## config.mk

```make
export PLATFORM = sky130hd
export DESIGN_NAME = mips_decode_flat
export DESIGN_NICKNAME = d
export VERILOG_FILES = /design/src/rtl/mips_ctrl_pkg.sv /design/src/rtl/mips_isa_pkg.sv /design/src/rtl/mips_stage_if.sv /design/src/rtl/mips_decode.sv /design/src/flat_wrapper.sv
export SDC_FILE = /design/constraint.sdc
export NUM_CORES = 2
export LEC_CHECK = 0
export BUFFER_PORTS_ARGS = -buffer_cell sky130_fd_sc_hd__clkbuf_2
export CAP_MARGIN = 20
export CORE_MARGIN = 5
export CORE_UTILIZATION = 40
export CTS_CLUSTER_DIAMETER = 120
export DETAILED_ROUTE_END_ITERATION = 10
export PLACE_DENSITY = 0.55
export SLEW_MARGIN = 20
export SYNTH_ARGS = -nofsm -noshare
export SYNTH_HDL_FRONTEND = slang
export SYNTH_SLANG_ARGS = --single-unit
```

## constraint.sdc

```tcl
create_clock -name i_clk -period 3.8 [get_ports i_clk]
set_input_delay 0.57 -clock i_clk [delete_from_list [all_inputs] [get_ports i_clk]]
set_output_delay 0.57 -clock i_clk [all_outputs]
set_load 0.01 [all_outputs]
```

## src/rtl/mips_ctrl_pkg.sv

```systemverilog
`default_nettype none

package mips_ctrl_pkg;

    localparam int XLEN   = 32;
    localparam int REG_AW = 5;

    // ALU operation select
    localparam int ALU_OP_W = 3;
    localparam logic [ALU_OP_W-1:0] ALU_ADD = 3'd0;
    localparam logic [ALU_OP_W-1:0] ALU_SUB = 3'd1;
    localparam logic [ALU_OP_W-1:0] ALU_AND = 3'd2;
    localparam logic [ALU_OP_W-1:0] ALU_OR  = 3'd3;
    localparam logic [ALU_OP_W-1:0] ALU_SLT = 3'd4;

    // Operand source picked by forwarding
    localparam int FWD_W = 2;
    localparam logic [FWD_W-1:0] FWD_REG   = 2'd0;
    localparam logic [FWD_W-1:0] FWD_EXMEM = 2'd1;
    localparam logic [FWD_W-1:0] FWD_MEMWB = 2'd2;

    // Instruction class handed from main control to ALU control
    localparam logic [1:0] ALUOP_MEM   = 2'd0;
    localparam logic [1:0] ALUOP_BEQ   = 2'd1;
    localparam logic [1:0] ALUOP_RTYPE = 2'd2;

endpackage

`default_nettype wire

```

## src/rtl/mips_isa_pkg.sv

```systemverilog
`default_nettype none

package mips_isa_pkg;

    // Major opcodes
    localparam logic [5:0] OP_RTYPE = 6'h00;
    localparam logic [5:0] OP_ADDI  = 6'h08;
    localparam logic [5:0] OP_LW    = 6'h23;
    localparam logic [5:0] OP_SW    = 6'h2b;
    localparam logic [5:0] OP_BEQ   = 6'h04;

    // R-type function field
    localparam logic [5:0] FN_ADDU = 6'h21;
    localparam logic [5:0] FN_SUBU = 6'h23;
    localparam logic [5:0] FN_AND  = 6'h24;
    localparam logic [5:0] FN_OR   = 6'h25;
    localparam logic [5:0] FN_SLT  = 6'h2a;

    // Same word seen as register or immediate format
    typedef union packed {
        struct packed {
            logic [5:0] opcode;
            logic [4:0] rs;
            logic [4:0] rt;
            logic [4:0] rd;
            logic [4:0] shamt;
            logic [5:0] funct;
        } r;
        struct packed {
            logic [5:0]  opcode;
            logic [4:0]  rs;
            logic [4:0]  rt;
            logic [15:0] imm;
        } i;
    } instr_t;

endpackage

`default_nettype wire

```

## src/rtl/mips_stage_if.sv

```systemverilog
`timescale 1ns/100ps
`default_nettype none

interface id_ex_if
    import mips_ctrl_pkg::*;
    import mips_isa_pkg::*;
();
    logic              reg_write, mem_to_reg, mem_read, mem_write;
    logic              branch, alu_src, reg_dst;
    logic [1:0]        alu_class;
    logic [XLEN-1:0]   pc4, rs_data, rt_data, imm;
    logic [REG_AW-1:0] rs, rt, rd;
    instr_t            instr;

    modport decode (output reg_write, mem_to_reg, mem_read, mem_write, branch, alu_src,
                    reg_dst, alu_class, pc4, rs_data, rt_data, imm, rs, rt, rd, instr);
    modport execute (input reg_write, mem_to_reg, mem_read, mem_write, branch, alu_src,
                     reg_dst, alu_class, pc4, rs_data, rt_data, imm, rs, rt, rd, instr);
endinterface

interface ex_mem_if
    import mips_ctrl_pkg::*;
();
    logic              reg_write, mem_to_reg, mem_read, mem_write, branch;
    logic              alu_zero;
    logic [XLEN-1:0]   alu_result, store_data, branch_target;
    logic [REG_AW-1:0] dest;

    modport execute (output reg_write, mem_to_reg, mem_read, mem_write, branch, alu_zero,
                     alu_result, store_data, dest, branch_target);
    modport memory (input reg_write, mem_to_reg, mem_read, mem_write, branch, alu_zero,
                    alu_result, store_data, dest);
    modport hazard (input branch, alu_zero);
endinterface

`default_nettype wire

```

## src/rtl/mips_decode.sv

```systemverilog
`timescale 1ns/100ps
`default_nettype none

module mips_decode
    import mips_ctrl_pkg::*;
    import mips_isa_pkg::*;
(
    input  wire               i_clk,
    input  wire               i_rst,
    input  wire               i_step,
    input  wire               i_flush,
    input  instr_t            i_ifid_instr,
    input  wire [XLEN-1:0]    i_ifid_pc4,
    input  wire               i_wb_we,
    input  wire [REG_AW-1:0]  i_wb_dest,
    input  wire [XLEN-1:0]    i_wb_data,
    input  wire [REG_AW-1:0]  i_dbg_reg_addr,
    output logic              o_stall,
    output logic [XLEN-1:0]   o_dbg_reg_data,
    id_ex_if.decode           idex,
    ex_mem_if.hazard          exm
);
    logic [XLEN-1:0] regs [32];
    logic            c_reg_write, c_mem_to_reg, c_mem_read, c_mem_write;
    logic            c_branch, c_alu_src, c_reg_dst;
    logic [1:0]      c_alu_class;
    logic            load_use;

    // Main control, unknown opcodes fall through as no-operations
    always_comb begin
        c_reg_write  = 1'b0;
        c_mem_to_reg = 1'b0;
        c_mem_read   = 1'b0;
        c_mem_write  = 1'b0;
        c_branch     = 1'b0;
        c_alu_src    = 1'b0;
        c_reg_dst    = 1'b0;
        c_alu_class  = ALUOP_MEM;
        case (i_ifid_instr.r.opcode)
            OP_RTYPE: begin
                c_reg_write = 1'b1;
                c_reg_dst   = 1'b1;
                c_alu_class = ALUOP_RTYPE;
            end
            OP_ADDI: begin
                c_reg_write = 1'b1;
                c_alu_src   = 1'b1;
            end
            OP_LW: begin
                c_reg_write  = 1'b1;
                c_mem_to_reg = 1'b1;
                c_mem_read   = 1'b1;
                c_alu_src    = 1'b1;
            end
            OP_SW: begin
                c_mem_write = 1'b1;
                c_alu_src   = 1'b1;
            end
            OP_BEQ: begin
                c_branch    = 1'b1;
                c_alu_class = ALUOP_BEQ;
            end
            default: ;
        endcase
    end

    // Register file read with write-back bypass
    function automatic logic [XLEN-1:0] rf_read(input logic [REG_AW-1:0] addr);
        if (addr == '0) begin
            return '0;
        end
        if (i_wb_we && i_wb_dest == addr) begin
            return i_wb_data;
        end
        return regs[addr];
    endfunction

    always_ff @(posedge i_clk) begin
        if (i_step && i_wb_we && i_wb_dest != '0) begin
            regs[i_wb_dest] <= i_wb_data;
        end
    end

    always_comb begin
        o_dbg_reg_data = rf_read(i_dbg_reg_addr);
    end

    // Load in ID/EX feeding the instruction behind it
    assign load_use = idex.mem_read &&
                      (idex.rt == i_ifid_instr.i.rs || idex.rt == i_ifid_instr.i.rt);
    assign o_stall  = load_use && !(exm.branch && exm.alu_zero);

    always_ff @(posedge i_clk) begin
        if (i_rst) begin
            {idex.reg_write, idex.mem_to_reg, idex.mem_read, idex.mem_write} <= '0;
            {idex.branch, idex.alu_src, idex.reg_dst} <= '0;
            idex.alu_class <= ALUOP_MEM;
        end else if (i_step) begin
            if (i_flush || load_use) begin
                {idex.reg_write, idex.mem_to_reg, idex.mem_read, idex.mem_write} <= '0;
                {idex.branch, idex.alu_src, idex.reg_dst} <= '0;
                idex.alu_class <= ALUOP_MEM;
            end else begin
                idex.reg_write  <= c_reg_write;
                idex.mem_to_reg <= c_mem_to_reg;
                idex.mem_read   <= c_mem_read;
                idex.mem_write  <= c_mem_write;
                idex.branch     <= c_branch;
                idex.alu_src    <= c_alu_src;
                idex.reg_dst    <= c_reg_dst;
                idex.alu_class  <= c_alu_class;
            end
        end
    end

    always_ff @(posedge i_clk) begin
        if (i_step) begin
            idex.pc4     <= i_ifid_pc4;
            idex.rs_data <= rf_read(i_ifid_instr.i.rs);
            idex.rt_data <= rf_read(i_ifid_instr.i.rt);
            idex.imm     <= {{(XLEN-16){i_ifid_instr.i.imm[15]}}, i_ifid_instr.i.imm};
            idex.rs      <= i_ifid_instr.r.rs;
            idex.rt      <= i_ifid_instr.r.rt;
            idex.rd      <= i_ifid_instr.r.rd;
            idex.instr   <= i_ifid_instr;
        end
    end

endmodule

`default_nettype wire

```

## src/flat_wrapper.sv

```systemverilog
// flat-port wrapper written by rule: the top's interface ports become plain ports
module mips_decode_flat import mips_ctrl_pkg::*; import mips_isa_pkg::*;
  (i_clk, i_rst, i_step, i_flush, i_ifid_instr, i_ifid_pc4, i_wb_we, i_wb_dest, i_wb_data, i_dbg_reg_addr, o_stall, o_dbg_reg_data, idex_reg_write, idex_mem_to_reg, idex_mem_read, idex_mem_write, idex_branch, idex_alu_src, idex_reg_dst, idex_alu_class, idex_pc4, idex_rs_data, idex_rt_data, idex_imm, idex_rs, idex_rt, idex_rd, idex_instr, exm_branch, exm_alu_zero);
  id_ex_if idex_i ();
  ex_mem_if exm_i ();
  input  wire i_clk;
  input  wire i_rst;
  input  wire i_step;
  input  wire i_flush;
  input  instr_t i_ifid_instr;
  input  wire [XLEN-1:0] i_ifid_pc4;
  input  wire i_wb_we;
  input  wire [REG_AW-1:0] i_wb_dest;
  input  wire [XLEN-1:0] i_wb_data;
  input  wire [REG_AW-1:0] i_dbg_reg_addr;
  output logic o_stall;
  output logic [XLEN-1:0] o_dbg_reg_data;
  output wire logic [$bits(idex_i.reg_write)-1:0] idex_reg_write;
  output wire logic [$bits(idex_i.mem_to_reg)-1:0] idex_mem_to_reg;
  output wire logic [$bits(idex_i.mem_read)-1:0] idex_mem_read;
  output wire logic [$bits(idex_i.mem_write)-1:0] idex_mem_write;
  output wire logic [$bits(idex_i.branch)-1:0] idex_branch;
  output wire logic [$bits(idex_i.alu_src)-1:0] idex_alu_src;
  output wire logic [$bits(idex_i.reg_dst)-1:0] idex_reg_dst;
  output wire logic [$bits(idex_i.alu_class)-1:0] idex_alu_class;
  output wire logic [$bits(idex_i.pc4)-1:0] idex_pc4;
  output wire logic [$bits(idex_i.rs_data)-1:0] idex_rs_data;
  output wire logic [$bits(idex_i.rt_data)-1:0] idex_rt_data;
  output wire logic [$bits(idex_i.imm)-1:0] idex_imm;
  output wire logic [$bits(idex_i.rs)-1:0] idex_rs;
  output wire logic [$bits(idex_i.rt)-1:0] idex_rt;
  output wire logic [$bits(idex_i.rd)-1:0] idex_rd;
  output wire logic [$bits(idex_i.instr)-1:0] idex_instr;
  input wire logic [$bits(exm_i.branch)-1:0] exm_branch;
  input wire logic [$bits(exm_i.alu_zero)-1:0] exm_alu_zero;
  assign idex_reg_write = idex_i.reg_write;
  assign idex_mem_to_reg = idex_i.mem_to_reg;
  assign idex_mem_read = idex_i.mem_read;
  assign idex_mem_write = idex_i.mem_write;
  assign idex_branch = idex_i.branch;
  assign idex_alu_src = idex_i.alu_src;
  assign idex_reg_dst = idex_i.reg_dst;
  assign idex_alu_class = idex_i.alu_class;
  assign idex_pc4 = idex_i.pc4;
  assign idex_rs_data = idex_i.rs_data;
  assign idex_rt_data = idex_i.rt_data;
  assign idex_imm = idex_i.imm;
  assign idex_rs = idex_i.rs;
  assign idex_rt = idex_i.rt;
  assign idex_rd = idex_i.rd;
  assign idex_instr = idex_i.instr;
  assign exm_i.branch = exm_branch;
  assign exm_i.alu_zero = exm_alu_zero;
  mips_decode u_core (.i_clk(i_clk), .i_rst(i_rst), .i_step(i_step), .i_flush(i_flush), .i_ifid_instr(i_ifid_instr), .i_ifid_pc4(i_ifid_pc4), .i_wb_we(i_wb_we), .i_wb_dest(i_wb_dest), .i_wb_data(i_wb_data), .i_dbg_reg_addr(i_dbg_reg_addr), .o_stall(o_stall), .o_dbg_reg_data(o_dbg_reg_data), .idex(idex_i), .exm(exm_i));
endmodule
```

==> impl_metrics.ini <==
[run_status]
outcome = completed

[synth]
synthFlopType = edfxtp_1
async_flop_share = 0
synth_edf_count = 1152
ys_types = 60
yosys-top-cells-area = edfxtp_1 (57%), mux4_2 (21%), mux2i_1 (6.8%)
netlist_instances = 3640
netlist_area_sq_um = 61200
synth-seq-area-share = 0.568
synth_area_per_cell_sq_um = 16.8
synth_top_area_share = 0.565
yosys_register_bits = 1160
yosys_warnings = 0
synth_top_area_cell = edfxtp_1

[global_routing]
antenna_found_initial = 28
gr-total-overflow = 0
grt_max_degree = 67
grt_pass1_vias = 42000
grt_pass1_wl_um = 351000
grt_usage = 0.312

[job]
drv_cap = 0

[worst_setup_path]
crit_end = o_dbg_reg_data[12]
crit_path_top_delay_cell = nor2b_4
regToRegStartpoint = u_core.regs[11][25]$_DFFE_PP_
r2r_end = u_core.idex.rs_data[25]$_SDFFCE_PN0P_
r2r_slack_ns = 1.60
cp-start-kind = primary input
crit_path_end_kind = output pin
reg2reg_depth = 5
worstPathMaxFanout = 18
required_ns = 3.23
arrival_ns = 3.13
critical_path_class = primary input to output pin
path_cells = buf_6 -> nor2b_4 -> buf_12 -> a221oi_1 -> o21ai_0 -> a21o_1 -> nand3_1 -> buf_4 -> clkbuf_2
startpoint = i_dbg_reg_addr[2]
max_stage_delay_ns = 0.54

[drt]
wire_per_inst_um = 41.2
vias = 43500
drt_first_pass_iters = 6
routed_wl_um = 257000
drtIter0Drc = 6699
remaining_drc_errors = 0
vias_per_cell = 6.97
antenna_left = 0

[place]
routabilityCongestion = 0.901
hpwl_um = 160000
place_ws_ns = 0.175
io_buffers = 329

[timing]
drv_slew = 0
relSlewSlack = 0.296
grt_setup_unrepaired = no
fin_skew_ns = 0.0309
setup_violations = 0
period_share = 0.973
setup_slack_ns = 0.104
fin_crit_ns = 3.70
finalSetupTns_ns = 0
clock.fmax_ghz = 0.271
worst_pin_slew_ns = 1.06
hold_viol_final = 0

[finish]
final_nets = 4212
layout-drive-gt1-share = 0.345
largest_reg_flops = 1024
fill_cells = 13000
largest_register = u_core.regs
area_growth_pct = 16.9
layout_commonest_cell = edfxtp_1
mostFrequentLayoutCells = edfxtp_1 (1152), mux4_2 (567), mux2i_1 (418), clkbuf_2 (315), buf_4 (224)

[floorplanning]
die_w_um = 401
initial_utilization = 0.402
std_cell_rows = 143
dieArea_sq_um = 161000
core-area_sq_um = 152000
ios = 330
die_h_um = 401

[clock_network]
clk_latency_ns = 0.77
htreeDepth = 4
ctsResizeCount = 0
cts_made_buffers = 132
clk_pin_slew_worst_paths_ns = 0.06
cts_setup_buffers = 0
clock_sinks = 1160
cts_tree = done
root_buffer = clkbuf_16
cts.path.max_buffers = 3
cts_hold_buf = 52

[power_and_ir_drop]
p_per_area_nw_per_um2 = 434
peakVddDrop_uv = 440
leakage_uw = 0.0243

[hold_path]
hold_class = primary input to flip-flop
hold_path_depth = 1
cell type report:
class,count,area [sq um],area share
well taps,2030,2540,0.0355
flip-flops and latches,1160,34800,0.486
diodes,12,30.0,0.000420
clock inverters,71,639,0.00894
multi-input cells,2128,24700,0.345
inverters,6,22.5,0.000315
clock buffers,161,3540,0.0495
repair buffers,671,5320,0.0744
metrics by stage:
step / util / instances / hold WS [ns] / cell area (sq um) / total power [uW]
after CTS: 0.470 / 6227 / 0.000662 / 71500 / 31200
after global routing: 0.470 / 6233 / 0.0227 / 71500 / 31900
after floorplan: - / 3671 / 0.490 / 61300 / 16800
after global placement: 0.439 / 5942 / 0.460 / 66800 / 18600
after detailed placement: 0.439 / 5943 / 0.467 / 66800 / 18600
final: 0.471 / 6239 / 0.0553 / 71600 / 31100
how the worst min path moves through the flow:
stage	end	slack [ns]	startpoint
final	u_core.idex.instr[31]$_DFFE_PP_	0.06	i_ifid_instr[31]
after global placement	u_core.idex.branch$_SDFFE_PP0P_	0.46	u_core.idex.branch$_SDFFE_PP0P_
after floorplan	u_core.idex.mem_write$_SDFFE_PP0P_	0.49	u_core.idex.mem_write$_SDFFE_PP0P_
after global routing	u_core.idex.instr[31]$_DFFE_PP_	0.02	i_ifid_instr[31]
after CTS	u_core.idex.instr[31]$_DFFE_PP_	0.0007	i_ifid_instr[31]
after detailed placement	u_core.idex.alu_class[0]$_SDFFE_PP0P_	0.47	u_core.idex.alu_class[0]$_SDFFE_PP0P_
metal layers:
metal  GRT usage  part of all wire
met1       0.425              0.38
met2       0.465              0.44
met3      0.0859              0.12
met4       0.148             0.055
met5           0           0.00045
worst max-delay path, delay by kind of cell:
kind                   cells  cell delay, ns
AOI/OAI and AO/OA          3            0.69
buffers and inverters      4            0.95
and+or+nand+nor            2            0.85
Yosys cell counts (12+ instances only):
| library cell | count |
|---|---|
| a21oi_1 | 91 |
| mux4_2 | 567 |
| a211oi_1 | 76 |
| edfxtp_1 | 1152 |
| clkbuf_1 | 131 |
| nand2b_1 | 16 |
| nand3_1 | 62 |
| a221oi_1 | 26 |
| xnor2_1 | 13 |
| mux2_2 | 18 |
| nand2_1 | 141 |
| o22ai_1 | 70 |
| o221ai_1 | 49 |
| a22oi_1 | 163 |
| buf_4 | 87 |
| o21ai_0 | 44 |
| nor2_1 | 82 |
| a32o_1 | 67 |
| a221o_1 | 27 |
| nor2b_1 | 29 |
| buf_2 | 102 |
| mux2i_1 | 418 |
| buf_6 | 33 |
| xor2_1 | 12 |
| buf_1 | 18 |
power by group:
group          switching [uW]  internal (uW)
sequential                126          14300
clock                    5270           7350
combinational            2460           1540
total                    7860          23200
cell families after synthesis:
| group | after synthesis | share of synthesized area |
|---|---|---|
| mux | 1003 | 0.280 |
| other cells | 1 | 0.0000613 |
| compound gates | 672 | 0.0811 |
| xor+xnor | 25 | 0.00358 |
| simple gates | 396 | 0.0306 |
| buf+inv | 383 | 0.0364 |
| flops | 1160 | 0.568 |
(Power assumes the default switching activity.)
