--- src/rtl/mips_ctrl_pkg.sv ---
`default_nettype none

package mips_ctrl_pkg;

    localparam int XLEN   = 32;
    localparam int REG_AW = 5;

    // ALU operation select
    localparam int ALU_OP_W = 3;
    localparam logic [ALU_OP_W-1:0] ALU_ADD = 3'd0;
    localparam logic [ALU_OP_W-1:0] ALU_SUB = 3'd1;
    localparam logic [ALU_OP_W-1:0] ALU_AND = 3'd2;
    localparam logic [ALU_OP_W-1:0] ALU_OR  = 3'd3;
    localparam logic [ALU_OP_W-1:0] ALU_SLT = 3'd4;

    // Operand source picked by forwarding
    localparam int FWD_W = 2;
    localparam logic [FWD_W-1:0] FWD_REG   = 2'd0;
    localparam logic [FWD_W-1:0] FWD_EXMEM = 2'd1;
    localparam logic [FWD_W-1:0] FWD_MEMWB = 2'd2;

    // Instruction class handed from main control to ALU control
    localparam logic [1:0] ALUOP_MEM   = 2'd0;
    localparam logic [1:0] ALUOP_BEQ   = 2'd1;
    localparam logic [1:0] ALUOP_RTYPE = 2'd2;

endpackage

`default_nettype wire

--- src/rtl/mips_isa_pkg.sv ---
`default_nettype none

package mips_isa_pkg;

    // Major opcodes
    localparam logic [5:0] OP_RTYPE = 6'h00;
    localparam logic [5:0] OP_ADDI  = 6'h08;
    localparam logic [5:0] OP_LW    = 6'h23;
    localparam logic [5:0] OP_SW    = 6'h2b;
    localparam logic [5:0] OP_BEQ   = 6'h04;

    // R-type function field
    localparam logic [5:0] FN_ADDU = 6'h21;
    localparam logic [5:0] FN_SUBU = 6'h23;
    localparam logic [5:0] FN_AND  = 6'h24;
    localparam logic [5:0] FN_OR   = 6'h25;
    localparam logic [5:0] FN_SLT  = 6'h2a;

    // Same word seen as register or immediate format
    typedef union packed {
        struct packed {
            logic [5:0] opcode;
            logic [4:0] rs;
            logic [4:0] rt;
            logic [4:0] rd;
            logic [4:0] shamt;
            logic [5:0] funct;
        } r;
        struct packed {
            logic [5:0]  opcode;
            logic [4:0]  rs;
            logic [4:0]  rt;
            logic [15:0] imm;
        } i;
    } instr_t;

endpackage

`default_nettype wire

--- src/rtl/mips_stage_if.sv ---
`timescale 1ns/100ps
`default_nettype none

interface id_ex_if
    import mips_ctrl_pkg::*;
    import mips_isa_pkg::*;
();
    logic              reg_write, mem_to_reg, mem_read, mem_write;
    logic              branch, alu_src, reg_dst;
    logic [1:0]        alu_class;
    logic [XLEN-1:0]   pc4, rs_data, rt_data, imm;
    logic [REG_AW-1:0] rs, rt, rd;
    instr_t            instr;

    modport decode (output reg_write, mem_to_reg, mem_read, mem_write, branch, alu_src,
                    reg_dst, alu_class, pc4, rs_data, rt_data, imm, rs, rt, rd, instr);
    modport execute (input reg_write, mem_to_reg, mem_read, mem_write, branch, alu_src,
                     reg_dst, alu_class, pc4, rs_data, rt_data, imm, rs, rt, rd, instr);
endinterface

interface ex_mem_if
    import mips_ctrl_pkg::*;
();
    logic              reg_write, mem_to_reg, mem_read, mem_write, branch;
    logic              alu_zero;
    logic [XLEN-1:0]   alu_result, store_data, branch_target;
    logic [REG_AW-1:0] dest;

    modport execute (output reg_write, mem_to_reg, mem_read, mem_write, branch, alu_zero,
                     alu_result, store_data, dest, branch_target);
    modport memory (input reg_write, mem_to_reg, mem_read, mem_write, branch, alu_zero,
                    alu_result, store_data, dest);
    modport hazard (input branch, alu_zero);
endinterface

`default_nettype wire

--- src/rtl/mips_execute.sv ---
`timescale 1ns/100ps
`default_nettype none

module mips_execute
    import mips_ctrl_pkg::*;
    import mips_isa_pkg::*;
(
    input  wire              i_clk,
    input  wire              i_rst,
    input  wire              i_step,
    input  wire              i_flush,
    input  wire              i_wb_we,
    input  wire [REG_AW-1:0] i_wb_dest,
    input  wire [XLEN-1:0]   i_wb_data,
    id_ex_if.execute         idex,
    ex_mem_if.execute        exm
);
    logic [FWD_W-1:0]    fwd_a, fwd_b;
    logic [XLEN-1:0]     opnd_a, opnd_b_reg, opnd_b, alu_res;
    logic [ALU_OP_W-1:0] alu_op;

    // Newer result in EX/MEM wins over MEM/WB, register 0 is never forwarded
    function automatic logic [FWD_W-1:0] fwd_sel(input logic [REG_AW-1:0] src,
                                                 input logic ex_we,
                                                 input logic [REG_AW-1:0] ex_dest,
                                                 input logic wb_we,
                                                 input logic [REG_AW-1:0] wb_dest);
        if (src == '0) begin
            return FWD_REG;
        end
        if (ex_we && ex_dest == src) begin
            return FWD_EXMEM;
        end
        if (wb_we && wb_dest == src) begin
            return FWD_MEMWB;
        end
        return FWD_REG;
    endfunction

    function automatic logic [XLEN-1:0] fwd_mux(input logic [FWD_W-1:0] sel,
                                                input logic [XLEN-1:0] reg_val,
                                                input logic [XLEN-1:0] ex_val,
                                                input logic [XLEN-1:0] wb_val);
        case (sel)
            FWD_EXMEM: return ex_val;
            FWD_MEMWB: return wb_val;
            default:   return reg_val;
        endcase
    endfunction

    assign fwd_a      = fwd_sel(idex.rs, exm.reg_write, exm.dest, i_wb_we, i_wb_dest);
    assign fwd_b      = fwd_sel(idex.rt, exm.reg_write, exm.dest, i_wb_we, i_wb_dest);
    assign opnd_a     = fwd_mux(fwd_a, idex.rs_data, exm.alu_result, i_wb_data);
    assign opnd_b_reg = fwd_mux(fwd_b, idex.rt_data, exm.alu_result, i_wb_data);
    assign opnd_b     = idex.alu_src ? idex.imm : opnd_b_reg;

    always_comb begin
        alu_op = ALU_ADD;
        case (idex.alu_class)
            ALUOP_BEQ: alu_op = ALU_SUB;
            ALUOP_RTYPE: begin
                case (idex.instr.r.funct)
                    FN_SUBU: alu_op = ALU_SUB;
                    FN_AND:  alu_op = ALU_AND;
                    FN_OR:   alu_op = ALU_OR;
                    FN_SLT:  alu_op = ALU_SLT;
                    default: alu_op = ALU_ADD;
                endcase
            end
            default: alu_op = ALU_ADD;
        endcase
    end

    always_comb begin
        case (alu_op)
            ALU_SUB: alu_res = opnd_a - opnd_b;
            ALU_AND: alu_res = opnd_a & opnd_b;
            ALU_OR:  alu_res = opnd_a | opnd_b;
            ALU_SLT: alu_res = {{(XLEN-1){1'b0}}, $signed(opnd_a) < $signed(opnd_b)};
            default: alu_res = opnd_a + opnd_b;
        endcase
    end

    always_ff @(posedge i_clk) begin
        if (i_rst) begin
            {exm.reg_write, exm.mem_to_reg, exm.mem_read, exm.mem_write, exm.branch} <= '0;
        end else if (i_step) begin
            if (i_flush) begin
                {exm.reg_write, exm.mem_to_reg, exm.mem_read, exm.mem_write, exm.branch} <= '0;
            end else begin
                exm.reg_write  <= idex.reg_write;
                exm.mem_to_reg <= idex.mem_to_reg;
                exm.mem_read   <= idex.mem_read;
                exm.mem_write  <= idex.mem_write;
                exm.branch     <= idex.branch;
            end
        end
    end

    always_ff @(posedge i_clk) begin
        if (i_step) begin
            exm.alu_zero      <= (alu_res == '0);
            exm.alu_result    <= alu_res;
            exm.store_data    <= opnd_b_reg;
            exm.dest          <= idex.reg_dst ? idex.rd : idex.rt;
            exm.branch_target <= idex.pc4 + {idex.imm[XLEN-3:0], 2'b00};
        end
    end

endmodule

`default_nettype wire

--- src/flat_wrapper.sv ---
// flat-port wrapper written by rule: the top's interface ports become plain ports
module mips_execute_flat import mips_ctrl_pkg::*; import mips_isa_pkg::*;
  (i_clk, i_rst, i_step, i_flush, i_wb_we, i_wb_dest, i_wb_data, idex_reg_write, idex_mem_to_reg, idex_mem_read, idex_mem_write, idex_branch, idex_alu_src, idex_reg_dst, idex_alu_class, idex_pc4, idex_rs_data, idex_rt_data, idex_imm, idex_rs, idex_rt, idex_rd, idex_instr, exm_reg_write, exm_mem_to_reg, exm_mem_read, exm_mem_write, exm_branch, exm_alu_zero, exm_alu_result, exm_store_data, exm_dest, exm_branch_target);
  id_ex_if idex_i ();
  ex_mem_if exm_i ();
  input  wire i_clk;
  input  wire i_rst;
  input  wire i_step;
  input  wire i_flush;
  input  wire i_wb_we;
  input  wire [REG_AW-1:0] i_wb_dest;
  input  wire [XLEN-1:0] i_wb_data;
  input wire logic [$bits(idex_i.reg_write)-1:0] idex_reg_write;
  input wire logic [$bits(idex_i.mem_to_reg)-1:0] idex_mem_to_reg;
  input wire logic [$bits(idex_i.mem_read)-1:0] idex_mem_read;
  input wire logic [$bits(idex_i.mem_write)-1:0] idex_mem_write;
  input wire logic [$bits(idex_i.branch)-1:0] idex_branch;
  input wire logic [$bits(idex_i.alu_src)-1:0] idex_alu_src;
  input wire logic [$bits(idex_i.reg_dst)-1:0] idex_reg_dst;
  input wire logic [$bits(idex_i.alu_class)-1:0] idex_alu_class;
  input wire logic [$bits(idex_i.pc4)-1:0] idex_pc4;
  input wire logic [$bits(idex_i.rs_data)-1:0] idex_rs_data;
  input wire logic [$bits(idex_i.rt_data)-1:0] idex_rt_data;
  input wire logic [$bits(idex_i.imm)-1:0] idex_imm;
  input wire logic [$bits(idex_i.rs)-1:0] idex_rs;
  input wire logic [$bits(idex_i.rt)-1:0] idex_rt;
  input wire logic [$bits(idex_i.rd)-1:0] idex_rd;
  input wire logic [$bits(idex_i.instr)-1:0] idex_instr;
  output wire logic [$bits(exm_i.reg_write)-1:0] exm_reg_write;
  output wire logic [$bits(exm_i.mem_to_reg)-1:0] exm_mem_to_reg;
  output wire logic [$bits(exm_i.mem_read)-1:0] exm_mem_read;
  output wire logic [$bits(exm_i.mem_write)-1:0] exm_mem_write;
  output wire logic [$bits(exm_i.branch)-1:0] exm_branch;
  output wire logic [$bits(exm_i.alu_zero)-1:0] exm_alu_zero;
  output wire logic [$bits(exm_i.alu_result)-1:0] exm_alu_result;
  output wire logic [$bits(exm_i.store_data)-1:0] exm_store_data;
  output wire logic [$bits(exm_i.dest)-1:0] exm_dest;
  output wire logic [$bits(exm_i.branch_target)-1:0] exm_branch_target;
  assign idex_i.reg_write = idex_reg_write;
  assign idex_i.mem_to_reg = idex_mem_to_reg;
  assign idex_i.mem_read = idex_mem_read;
  assign idex_i.mem_write = idex_mem_write;
  assign idex_i.branch = idex_branch;
  assign idex_i.alu_src = idex_alu_src;
  assign idex_i.reg_dst = idex_reg_dst;
  assign idex_i.alu_class = idex_alu_class;
  assign idex_i.pc4 = idex_pc4;
  assign idex_i.rs_data = idex_rs_data;
  assign idex_i.rt_data = idex_rt_data;
  assign idex_i.imm = idex_imm;
  assign idex_i.rs = idex_rs;
  assign idex_i.rt = idex_rt;
  assign idex_i.rd = idex_rd;
  assign idex_i.instr = idex_instr;
  assign exm_reg_write = exm_i.reg_write;
  assign exm_mem_to_reg = exm_i.mem_to_reg;
  assign exm_mem_read = exm_i.mem_read;
  assign exm_mem_write = exm_i.mem_write;
  assign exm_branch = exm_i.branch;
  assign exm_alu_zero = exm_i.alu_zero;
  assign exm_alu_result = exm_i.alu_result;
  assign exm_store_data = exm_i.store_data;
  assign exm_dest = exm_i.dest;
  assign exm_branch_target = exm_i.branch_target;
  mips_execute u_core (.i_clk(i_clk), .i_rst(i_rst), .i_step(i_step), .i_flush(i_flush), .i_wb_we(i_wb_we), .i_wb_dest(i_wb_dest), .i_wb_data(i_wb_data), .idex(idex_i), .exm(exm_i));
endmodule
--- config.mk ---
export PLATFORM = sky130hd
export DESIGN_NAME = mips_execute_flat
export DESIGN_NICKNAME = d
export VERILOG_FILES = /design/src/rtl/mips_ctrl_pkg.sv /design/src/rtl/mips_isa_pkg.sv /design/src/rtl/mips_stage_if.sv /design/src/rtl/mips_execute.sv /design/src/flat_wrapper.sv
export SDC_FILE = /design/constraint.sdc
export NUM_CORES = 1
export LEC_CHECK = 0
export ABC_AREA = 0
export BUFFER_PORTS_ARGS = -buffer_cell sky130_fd_sc_hd__buf_4
export CAP_MARGIN = 20
export CELL_PAD_IN_SITES_DETAIL_PLACEMENT = 0
export CELL_PAD_IN_SITES_GLOBAL_PLACEMENT = 1
export CORE_ASPECT_RATIO = 0.9
export CORE_MARGIN = 3
export CORE_UTILIZATION = 40
export CTS_BUF_LIST = sky130_fd_sc_hd__clkbuf_4
export DETAILED_ROUTE_END_ITERATION = 16
export GPL_ROUTABILITY_DRIVEN = 0
export GPL_TIMING_DRIVEN = 0
export PLACE_DENSITY_LB_ADDON = 0.1
export SYNTH_ARGS = -nofsm -noshare
export SYNTH_HDL_FRONTEND = slang
export SYNTH_SLANG_ARGS = --single-unit
--- constraint.sdc ---
create_clock -name i_clk -period 7.7 [get_ports i_clk]
set_input_delay 0.77 -clock i_clk [delete_from_list [all_inputs] [get_ports i_clk]]
set_output_delay 0.77 -clock i_clk [all_outputs]
set_load 0.005 [all_outputs]
==> run summary, run 1 <==
The flow ran to the end, and the final reports show no timing, DRC or antenna violations. The fraction of final layout cells with drive strength greater than 1 came out at 0.2197. STA classifies the critical path startpoint as a flop. 333 I/O pins were placed. The library cell used most frequently in the layout, excluding fill and tap cells, is sky130_fd_sc_hd__buf_4. After detailed routing, the number of vias per cell comes to 5.695. The arrival time reported for the critical path endpoint was 7630 ps. The largest registers in the layout are u_core.exm.alu_result (32), u_core.exm.branch_target (32), u_core.exm.store_data (32). The Yosys step of the flow raised 0 warnings. Once detail routing completed, the nets flagged for antenna violations numbered 0.

The tools report the kind of capture point of the worst setup path as a flop. The worst path needs 7407 ps of the cycle, external delays included. The worst min-delay path class is in -> reg. The synthesis-stage register bit count was 107; the instance count along the most critical hold path was 2. The first global-routing pass estimated 70,480 um of wire.

The share of the clock period used by the worst path after layout is 0.9620. The number of buffers inserted during clock tree synthesis is 9, and the proportion of synthesized flip-flops having asynchronous set or reset is 0. The sequential cell area fraction in the yosys report was 0.2695; the power density relative to cell area was 140.0 nW/um^2. The tools report the maximum count of clock buffers along a single path as 2.

Across all layers, the routed design uses 12,199 vias. The run gives 0.2907 as the overall global routing resource usage. The logic depth of the worst register-to-register path is 20, and the number of logic stages on the critical path including buffering is 20. The die covers 31,430 sq um. The net total in the final layout came out at 2,105. Each instance of the synthesized netlist takes up on average 8.236 sq um. Summed over all layers, the global routing overflow is 0. Number of clock sinks: 107. During placement, the flow inserted port buffers numbering 305. The logs give 11,326 for the number of global-route vias before repair and 14,560 sq um for the area of placed instances.

Data on the critical path is required at its endpoint by 7930 ps. Grouping stages by cell kind, the critical path spends the most delay in compound AO/OA/AOI/OAI gates. When the netlist entered floorplanning its net count stood at 1,787. The peak per-stage delay on the critical path came out at 1080 ps.

Count of instances resized after the clock tree is built: 2. Setup repair after global routing left no endpoint under its margin. For the number of iterations in the first detailed-routing pass, the log shows 5. In this run, distinct cell masters in the synthesized netlist total 90.

Counting both buffers and inverters, the worst setup path holds a total of 2. The number of filler cells placed in the layout was 2,865; the site row count was 58. The area added between synthesis and finish works out to 25.34%. Max-cap violations in this run came to 0. The number of slew-limit violations in the final report is 0.

The maximum fanout along the worst path is 10, and the detailed router's first-iteration violation count is 1,175. The logs give 2.059 mW for the total power of the final layout and 0 for the setup-violating endpoint count in the final report. The cell sitting at the root of the clock tree is a sky130_fd_sc_hd__clkbuf_4.

VDD sags by at most 0.06553 mV. The cell area that synthesis handed to floorplanning was 11,740 sq um. The post-cts hold buffer count is 0, and the number of H-tree branching levels is 3. The die height was 168.5 um; the actual slew at the worst max-slew pin was 1200 ps. TritonCTS built the clock tree. Number of buffers inserted by post-CTS setup repair: 0.

After clock tree synthesis, the clock-pin slew on the worst setup and hold paths is 200 ps. The run gives 0.1896 as the relative max-transition margin. The later pin in the worst-skew pair is clocked with a latency of 490 ps. Summed over all layers, the routed wires come to 48,010 um. The maximum clock skew at final layout was 27.95 ps. For the area of the core region, the log shows 28,450 sq um. The tools report the cell area after layout as 14,710 sq um. The worst setup path is of the reg -> reg kind. Leaving out fill and tap cells, the most frequent cells in the layout are sky130_fd_sc_hd__buf_4 (306), sky130_fd_sc_hd__inv_1 (140), sky130_fd_sc_hd__ha_1 (133).

For the count of mapped cells out of synthesis, the log shows 1,425. In the final routed layout, each cell accounts on average for 22.41 um. Traced cell by cell, the critical path runs through xor2_1, nor4_1, and3_1, or3_1, ha_1, clkbuf_1, buf_1, a21oi_1, o21ai_0, ha_1, nand4b_1, nor3_1, o2111ai_1, nand4_1, nand3_1, a21oi_1, a41oi_1, o41ai_1, or3_1, nor4_1.

The width of the die works out to 186.6 um. The share of the core filled with cells in the final layout came out at 0.5171. The effective utilization at floorplan came out at 0.4126.

The leading register cell type out of synthesis is sky130_fd_sc_hd__edfxtp_1. The run gives 0 as the residual DRC count. Summed over all nets, the half-perimeter wirelength after detailed placement is 39,920 um. Standby leakage power: 6.539 nW.

Entering global routing, the biggest net connects 67 pins. The final number of hold-violating endpoints came out at 0. The initial antenna violation count came out at 5. Based on the critical path, the design can be clocked at up to 135.0 MHz.

The number of enable-type register cells in the synthesized netlist was 102. The largest individual stage delay along the critical path comes from the cell sky130_fd_sc_hd__o41ai_1.
power by group:
part           internal [mW]  switching [mW]  leakage (nW)  total [mW]
Sequential             0.735          0.0464          1.04       0.781
Clock                 0.0714           0.218        0.0660       0.289
Combinational          0.427           0.561          5.43       0.988
Total                   1.23           0.826          6.54        2.06
cells in the mapped netlist, drive strengths merged, types with 4 or more instances:
| library cell | count | area share |
|---|---|---|
| a2111o | 4 | 0.0038 |
| a211o | 10 | 0.0075 |
| a211oi | 21 | 0.014 |
| a21o | 31 | 0.020 |
| a21oi | 134 | 0.058 |
| a221oi | 13 | 0.012 |
| a22oi | 66 | 0.043 |
| a31oi | 8 | 0.0043 |
| a41oi | 4 | 0.0030 |
| and2 | 7 | 0.0037 |
| and3 | 6 | 0.0032 |
| buf | 22 | 0.011 |
| clkbuf | 49 | 0.016 |
| dfxtp | 5 | 0.0085 |
| edfxtp | 102 | 0.26 |
| ha | 133 | 0.14 |
| inv | 145 | 0.046 |
| mux2 | 7 | 0.0067 |
| nand2 | 122 | 0.039 |
| nand2b | 27 | 0.014 |
| nand3 | 22 | 0.0094 |
| nand4 | 6 | 0.0032 |
| nor2 | 113 | 0.036 |
| nor2b | 16 | 0.0085 |
| nor3 | 20 | 0.0085 |
| nor4 | 8 | 0.0043 |
| o211ai | 20 | 0.013 |
| o21a | 38 | 0.024 |
| o21ai | 80 | 0.034 |
| o21bai | 15 | 0.0096 |
| o221a | 8 | 0.0077 |
| o221ai | 8 | 0.0060 |
| o311a | 4 | 0.0034 |
| o31ai | 9 | 0.0062 |
| or2 | 9 | 0.0048 |
| or3 | 10 | 0.0053 |
| or4 | 8 | 0.0051 |
| xnor2 | 34 | 0.025 |
| xor2 | 20 | 0.015 |
path summary, 6_finish.rpt:
kind                                   from                              to  slack [ps]
max            u_core.exm.dest[4]$_DFFE_PP_   u_core.exm.alu_zero$_DFFE_PP_         290
min                                   i_rst  u_core.exm.branch$_SDFFE_PP0P_         440
max reg2reg    u_core.exm.dest[4]$_DFFE_PP_   u_core.exm.alu_zero$_DFFE_PP_         290
min reg2reg  u_core.exm.branch$_SDFFE_PP0P_  u_core.exm.branch$_SDFFE_PP0P_         480
area by class of cell:
| type | count | area (sq um) | share of cell area |
|---|---|---|---|
| repair buffers | 307 | 2328 | 0.1583 |
| multi-input cells | 1102 | 7732 | 0.5256 |
| well taps | 390 | 488.0 | 0.03317 |
| flip-flops and latches | 107 | 3163 | 0.2150 |
| clock inverters | 7 | 60.06 | 0.004083 |
| inverters | 145 | 544.3 | 0.03700 |
| plain buffers | 71 | 316.6 | 0.02152 |
| diodes | 4 | 10.01 | 0.0006804 |
| clock buffers | 9 | 67.56 | 0.004593 |
stage by stage:
step | setup TNS [ps] | hold WS [ps] | cells | worst slack, ps
after floorplan | 0 | 455.3 | 1425 | 1770
after global placement | -387.6 | 455.5 | 2120 | -370.3
after detailed placement | -417.2 | 459.3 | 2122 | -345.4
after CTS | 0 | 385.2 | 2138 | 3.634
after global routing | 0 | 404.8 | 2142 | 25.25
final | 0 | 438.3 | 2142 | 292.7
kinds of logic after synthesis:
logic type,after synthesis,share of synthesized area
simple gates,391,0.1601
xor+xnor,54,0.04030
fa+ha+maj,136,0.1469
flops,107,0.2695
compound gates,511,0.3009
buf+inv,216,0.07303
mux,10,0.009276
per-layer routing:
metal / up-vias / track usage / part of all wire
li1: 5844 / - / -
met1: 5724 / 0.3972 / 0.44
met2: 556 / 0.4654 / 0.45
met4: 2 / 0.1009 / 0.031
met3: 73 / 0.05301 / 0.088
met5: - / 0 / 0.00027
Power figures use the tool's default switching activity.
==> run 2: changes to the inputs <==
CORE_ASPECT_RATIO = unset   (was 0.9)
==> run summary, run 2 (synthesis gave the netlist of run 1 again) <==
The run finished with clean final reports. Compared with the post-synthesis result, the final layout area differs by 25.13%. Fill cells in the final layout number 2,837. The tree is rooted in a sky130_fd_sc_hd__clkbuf_4. Summed over all layers, the global routing overflow is 0. The first global-routing pass estimated 69,850 um of wire. Startpoint of the lowest-slack hold path: idex_pc4[1]. The power density relative to cell area was 142.1 nW/um^2; the actual slew at the worst max-slew pin was 1047 ps. Setup repair after global routing left no endpoint under its margin. The die is 177.3 um wide. The largest registers in the layout are u_core.exm.alu_result (32), u_core.exm.branch_target (32), u_core.exm.store_data (32). The final number of hold-violating endpoints was 0; the mean routed wirelength per cell was 22.56 um.

The mean number of vias per cell came out at 5.727. The number of iterations in the first detailed-routing pass is 6. The number of max-cap violations is 0. The tools report the final setup TNS as 0 ps. Start of the worst register-to-register path: u_core.exm.dest[2]$_DFFE_PP_. The site row count is 62, and the footprint of the flip-flops and latches is 3163 sq um. The number of top-level pins is 333. The logic depth of the worst register-to-register path was 23; the later-pin clock latency in the skew report was 510 ps. The final-layout worst hold slack was 442.5 ps.

The maximum clock skew at final layout came out at 42.71 ps. Entering global routing, the biggest net connects 68 pins. Setup slack on the critical path of the routed design comes to 126.5 ps. Once placement finished, the instance area stood at 14,530 sq um. For the number of buffers inserted during clock tree synthesis, the log shows 9.

The tools report the number of slew-limit violations in the final report as 0. The worst register-to-register path ends at u_core.exm.alu_zero$_DFFE_PP_. Once layout is done, the placed cells without fillers occupy 14,690 sq um.

Buffers placed on the I/O ports in this run total 305. Along the worst path, the maximum fanout reaches 10. The critical path goes through xor2_1, nor4_1, and3_1, or4_1, inv_1, ha_1, clkbuf_1, a22oi_1, o21ai_0, ha_1, inv_1, fa_1, o21bai_1, o2111ai_1, a21oi_1, a211o_1, a31oi_1, a221oi_1, o221ai_1, or4_1, nor4b_1, nand4b_1, nor4_1. The setup-violating endpoint count in the final report is 0, and the number of cells in the design after placement is 2,115. In the layout the commonest cells are sky130_fd_sc_hd__buf_4 (306), sky130_fd_sc_hd__inv_1 (140), sky130_fd_sc_hd__ha_1 (133).

The fraction of final layout cells with drive strength greater than 1 came out at 0.2169. TritonCTS built the clock tree. No sink is reached through more buffers than the 2 on the longest clock path. The die height is 177.3 um.

CTS built an H-tree with a depth of 3. For the worst setup path, the data required time is 7990 ps. Counting I/O delays and the setup requirement, the final critical path takes 7573 ps.

STA classifies the critical path endpoint as a flop. The logs give 0.08944 mV for the largest vdd supply drop and 7721 sq um for the footprint of the multi-input gates. The effective utilization at floorplan was 0.4078. For this design, the slowest cell found on the critical path is sky130_fd_sc_hd__or4_1. The share of the core filled with cells in the final layout came out at 0.5103. The tools report the detailed router's first-iteration violation count as 1,044.

CTS saw 107 sinks. Leaving out fill and tap cells, the most frequent cell in the layout is sky130_fd_sc_hd__buf_4. For this run, the top clock speed supported by timing is 132.0 MHz.

For the worst-case setup slack after placement, the log shows -54.07 ps. The standby leakage power is 6.540 nW. The region available for standard cell placement spans 28,780 sq um.

The instance count along the most critical hold path works out to 1. For the total via count after detailed routing, the log shows 12,211. The run gives 2,104 as the net total in the final layout. The setup path with the least slack is of type reg -> reg. For the worst setup path, the data arrival time is 7860 ps. The share of the clock period used by the worst path after layout was 0.9836. STA classifies the critical path startpoint as a flop. The logs give 2.086 mW for the total power of the final layout and 48,100 um for the total detailed-routing wirelength.

The register-to-register setup slack is 130 ps, and the residual DRC count is 0. The logs give 11,470 for the number of global-route vias before repair and 2 for the initial antenna violation count. The peak per-stage delay on the critical path was 590 ps; the final non-filler cell total was 2,132. Overall global routing resource usage: 0.2932. The worst min-delay path class is in -> reg. Once detailed placement completed, the half-perimeter wirelength came to 40,110 um.

The die covers 31,430 sq um. The tools report the end point of the most critical hold path as u_core.exm.branch_target[1]$_DFFE_PP_. The count of nets left with antenna violations once routing finished came out at 0.

After clock tree synthesis, the clock-pin slew on the worst setup and hold paths is 200 ps. The tools report the relative max-transition margin as 0.2945.
## run 2: where the power goes
| group | switching (mW) | total (mW) | internal [mW] | leakage [nW] |
|---|---|---|---|---|
| clock | 0.220 | 0.327 | 0.108 | 0.0821 |
| combinational | 0.548 | 0.974 | 0.426 | 5.42 |
| sequential | 0.0507 | 0.786 | 0.735 | 1.04 |
## run 2: cell type report
type,instances,area share
Multi-Input combinational cell,1102,0.5258
Clock inverter,6,0.005027
Sequential cell,107,0.2154
Buffer,71,0.02147
Tap cell,384,0.03272
Inverter,145,0.03706
Antenna cell,1,0.0001704
Timing Repair Buffer,306,0.1573
Clock buffer,10,0.005112
## run 2: metal layers
layer	global-route usage	wire (um)	vias to the layer above
li1	-	-	5834
met4	0.06250	924	2
met3	0.04750	4122	51
met1	0.3827	19770	5775
met5	0	13	-
met2	0.5122	23270	549
## run 2: repair_timing
action / CTS / global route
buffers inserted: 0 / 0
hold buffers: 0 / 0
setup endpoints to repair: 0 / 1
resized for setup: 0 / 5
endpoints found under the hold margin: 0 / 0
## run 2: how the worst max path moves through the flow
stage | startpoint | endpoint | slack [ps] | cells after the start
6_report | u_core.exm.dest[2]$_DFFE_PP_ | u_core.exm.alu_zero$_DFFE_PP_ | 130 | 23
5_1_grt | u_core.exm.dest[2]$_DFFE_PP_ | u_core.exm.alu_zero$_DFFE_PP_ | 0.6 | 22
4_1_cts | u_core.exm.dest[2]$_DFFE_PP_ | u_core.exm.alu_zero$_DFFE_PP_ | 250 | 22
3_5_place_dp | idex_rt[4] | u_core.exm.alu_zero$_DFFE_PP_ | -50 | 23
3_3_place_gp | idex_rt[3] | u_core.exm.alu_zero$_DFFE_PP_ | -80 | 21
2_1_floorplan | idex_rt[2] | u_core.exm.alu_zero$_DFFE_PP_ | 1770 | 23
## run 2: worst max-delay path: cells and delay by family (launching register included)
family / cells / cell delay [ps]
compound gates: 9 / 2440
fa+ha+maj: 3 / 1110
flops: 1 / 540
buf+inv: 3 / 680
simple gates: 7 / 2410
xor+xnor: 1 / 200
==> run 3: changes to the inputs <==
clock period = 8.45 ns   (was 7.7 ns; I/O delays follow)
==> run summary, run 3 (synthesis gave the netlist of run 1 again) <==
In this run the static leakage power is 6.535 nW. The worst setup path is captured at a flop. The logic depth of the worst register-to-register path is 23, and the die height is 177.3 um.

The end point of the most critical hold path is u_core.exm.branch$_SDFFE_PP0P_. The largest vdd supply drop was 0.08171 mV. The power density relative to cell area was 129.5 nW/um^2. The run gives 333 as the number of top-level pins.

The count of buffers added on input and output ports is 305. Data on the critical path is required at its endpoint by 8740 ps. The first global-routing pass estimated 69,850 um of wire.

The fraction of final layout cells with drive strength greater than 1 is 0.2158, and the setup-violating endpoint count in the final report is 0. The die covers 31,430 sq um. The worst path meets setup with 876.7 ps of slack.

Setup repair after global routing left no endpoint under its margin. The residual DRC count is 0. Counting the buffers created by CTS gives 9. In this run the horizontal extent of the chip is 177.3 um. At the pin with the least slew margin, the transition time is 956.0 ps. Max-cap violations in this run came to 0.

For the number of filler cells placed in the layout, the log shows 2,839. The maximum clock skew at final layout is 39.79 ps. The number of slew-limit violations in the final report is 0, and the count of instances resized after the clock tree is built is 0.

In this run the standard cell core region covers 28,780 sq um. After detailed placement, the design holds a cell count of 2,115. Detailed routing inserted a total of 12,190 vias.

The overall overflow remaining after global route is 0. The largest registers in the layout are u_core.exm.alu_result (32), u_core.exm.branch_target (32), u_core.exm.store_data (32). The run gives 0.3560 as the relative max-transition margin. After detailed routing, the average wire length per cell comes to 22.59 um. The flow ran to the end, and the final reports show no timing, DRC or antenna violations.

For the effective utilization at floorplan, the log shows 0.4078. The initial antenna violation count came out at 2. The worst hold path belongs to the class reg -> reg. The site row count is 62. Registers take 3163 sq um. The count of nets left with antenna violations once routing finished came out at 0. Buffers inserted to repair hold after CTS numbered 0. The achievable frequency was 132.0 MHz. After detailed routing, the number of vias per cell comes to 5.718.

The worst hold path was traced through 2 stages. The worst hold path begins at u_core.exm.branch$_SDFFE_PP0P_. Clock-pin slew was measured on the worst setup and hold paths at 200 ps. The run gives 40,110 um as the final HPWL from detailed placement. Entering global routing, the biggest net connects 68 pins. The logs give 5 for the number of iterations in the first detailed-routing pass and 7860 ps for the arrival time reported for the critical path endpoint. The H-tree was split into 3 levels.

The tools report the maximum count of clock buffers along a single path as 2. The total power of the final layout came out at 1.902 mW. The share of the clock period used by the worst path after layout is 0.8962, and the time the worst path needs with I/O delays and setup is 7573 ps.

The setup path with the least slack is of type reg -> reg. Leaving out fill and tap cells, the most frequent cell in the layout is sky130_fd_sc_hd__buf_4. Along the worst path, the maximum fanout reaches 10. Worst-case setup slack after placement: 620.9 ps. For the overall global routing resource usage, the log shows 0.2932. The logs give 1,038 for the detailed router's first-iteration violation count and 2,104 for the net total in the final layout. STA classifies the critical path startpoint as a flop.

The top cell types in the final layout, fill and taps aside, are sky130_fd_sc_hd__buf_4 (306), sky130_fd_sc_hd__inv_1 (140), sky130_fd_sc_hd__ha_1 (133). Leaving out filler cells and counting taps, the final layout contains 2,132. Buffer type at the clock tree root: sky130_fd_sc_hd__clkbuf_4. For the final number of hold-violating endpoints, the log shows 0.

The multi-input combinational cells in the finished layout cover a total of 7721 sq um. CTS saw 107 sinks. The logs give 510 ps for the later-pin clock latency in the skew report and 11,470 for the number of global-route vias before repair. In this run the register-to-register setup slack is 880 ps. From synthesis to final layout, the design area changed by 25.11%. The endpoint of the lowest-slack register-to-register path was u_core.exm.alu_zero$_DFFE_PP_. After routing, the total negative slack on setup checks comes to 0 ps.

Final hold analysis gives a worst-case slack of 483.5 ps. TritonCTS built the clock tree. The start of the worst register-to-register path is u_core.exm.dest[2]$_DFFE_PP_.

The final layout contains routed wiring with a total length of 48,160 um. Once the clock tree was built, the setup fixing pass inserted 0 buffers.
==> run 3: how the worst max path moves through the flow <==
stage / from / end / slack (ps)
after floorplan: idex_rt[2] / u_core.exm.alu_zero$_DFFE_PP_ / 2450
after global placement: idex_rt[3] / u_core.exm.alu_zero$_DFFE_PP_ / 590
after detailed placement: idex_rt[4] / u_core.exm.alu_zero$_DFFE_PP_ / 620
after CTS: u_core.exm.dest[2]$_DFFE_PP_ / u_core.exm.alu_zero$_DFFE_PP_ / 1000
after global routing: u_core.exm.dest[2]$_DFFE_PP_ / u_core.exm.alu_zero$_DFFE_PP_ / 620
final: u_core.exm.dest[2]$_DFFE_PP_ / u_core.exm.alu_zero$_DFFE_PP_ / 880
==> run 3: metrics by stage <==
step                        util  cell area, sq um
after detailed placement  0.5049             14530
after global placement    0.5040             14510
final                     0.5102             14680
after CTS                 0.5101             14680
after global routing      0.5102             14680
after floorplan                -             11740
==> run 3: where the power goes <==
group          total, mW  leakage, nW  switching, mW  internal, mW
registers          0.716         1.04         0.0461         0.670
logic              0.888         5.41          0.500         0.388
clock network      0.298       0.0821          0.200        0.0980
==> run 3: final cells by class <==
type,instances,area share
Antenna cell,1,0.0001704
Buffer,71,0.02130
Clock buffer,10,0.005113
Clock inverter,6,0.005028
Inverter,145,0.03707
Multi-Input combinational cell,1102,0.5259
Sequential cell,107,0.2154
Tap cell,384,0.03272
Timing Repair Buffer,306,0.1573
==> run 3: per-layer routing <==
layer,global-route usage,part of all wire,vias up
li1,-,-,5833
met1,0.3827,0.41,5765
met2,0.5122,0.49,546
met3,0.04750,0.085,44
met4,0.06250,0.018,2
met5,0,0.00027,-
==> run 3: worst max-delay path, cell delays in order (launching register included) <==
cell and delay [ps]:
sky130_fd_sc_hd__edfxtp_1 540, sky130_fd_sc_hd__xor2_1 200, sky130_fd_sc_hd__nor4_1 70, sky130_fd_sc_hd__and3_1 170, sky130_fd_sc_hd__or4_1 590, sky130_fd_sc_hd__ha_1 320, sky130_fd_sc_hd__clkbuf_1 330, sky130_fd_sc_hd__clkbuf_1 510
sky130_fd_sc_hd__nand2_1 80, sky130_fd_sc_hd__o21ai_0 190, sky130_fd_sc_hd__ha_1 390, sky130_fd_sc_hd__inv_1 100, sky130_fd_sc_hd__fa_1 480, sky130_fd_sc_hd__o21bai_1 240, sky130_fd_sc_hd__o2111ai_1 150, sky130_fd_sc_hd__a21oi_1 460
sky130_fd_sc_hd__a211o_1 310, sky130_fd_sc_hd__a31oi_1 160, sky130_fd_sc_hd__a221oi_1 350, sky130_fd_sc_hd__o221ai_1 190, sky130_fd_sc_hd__or4_1 550, sky130_fd_sc_hd__nor4b_1 440, sky130_fd_sc_hd__nand4b_1 140, sky130_fd_sc_hd__nor4_1 410
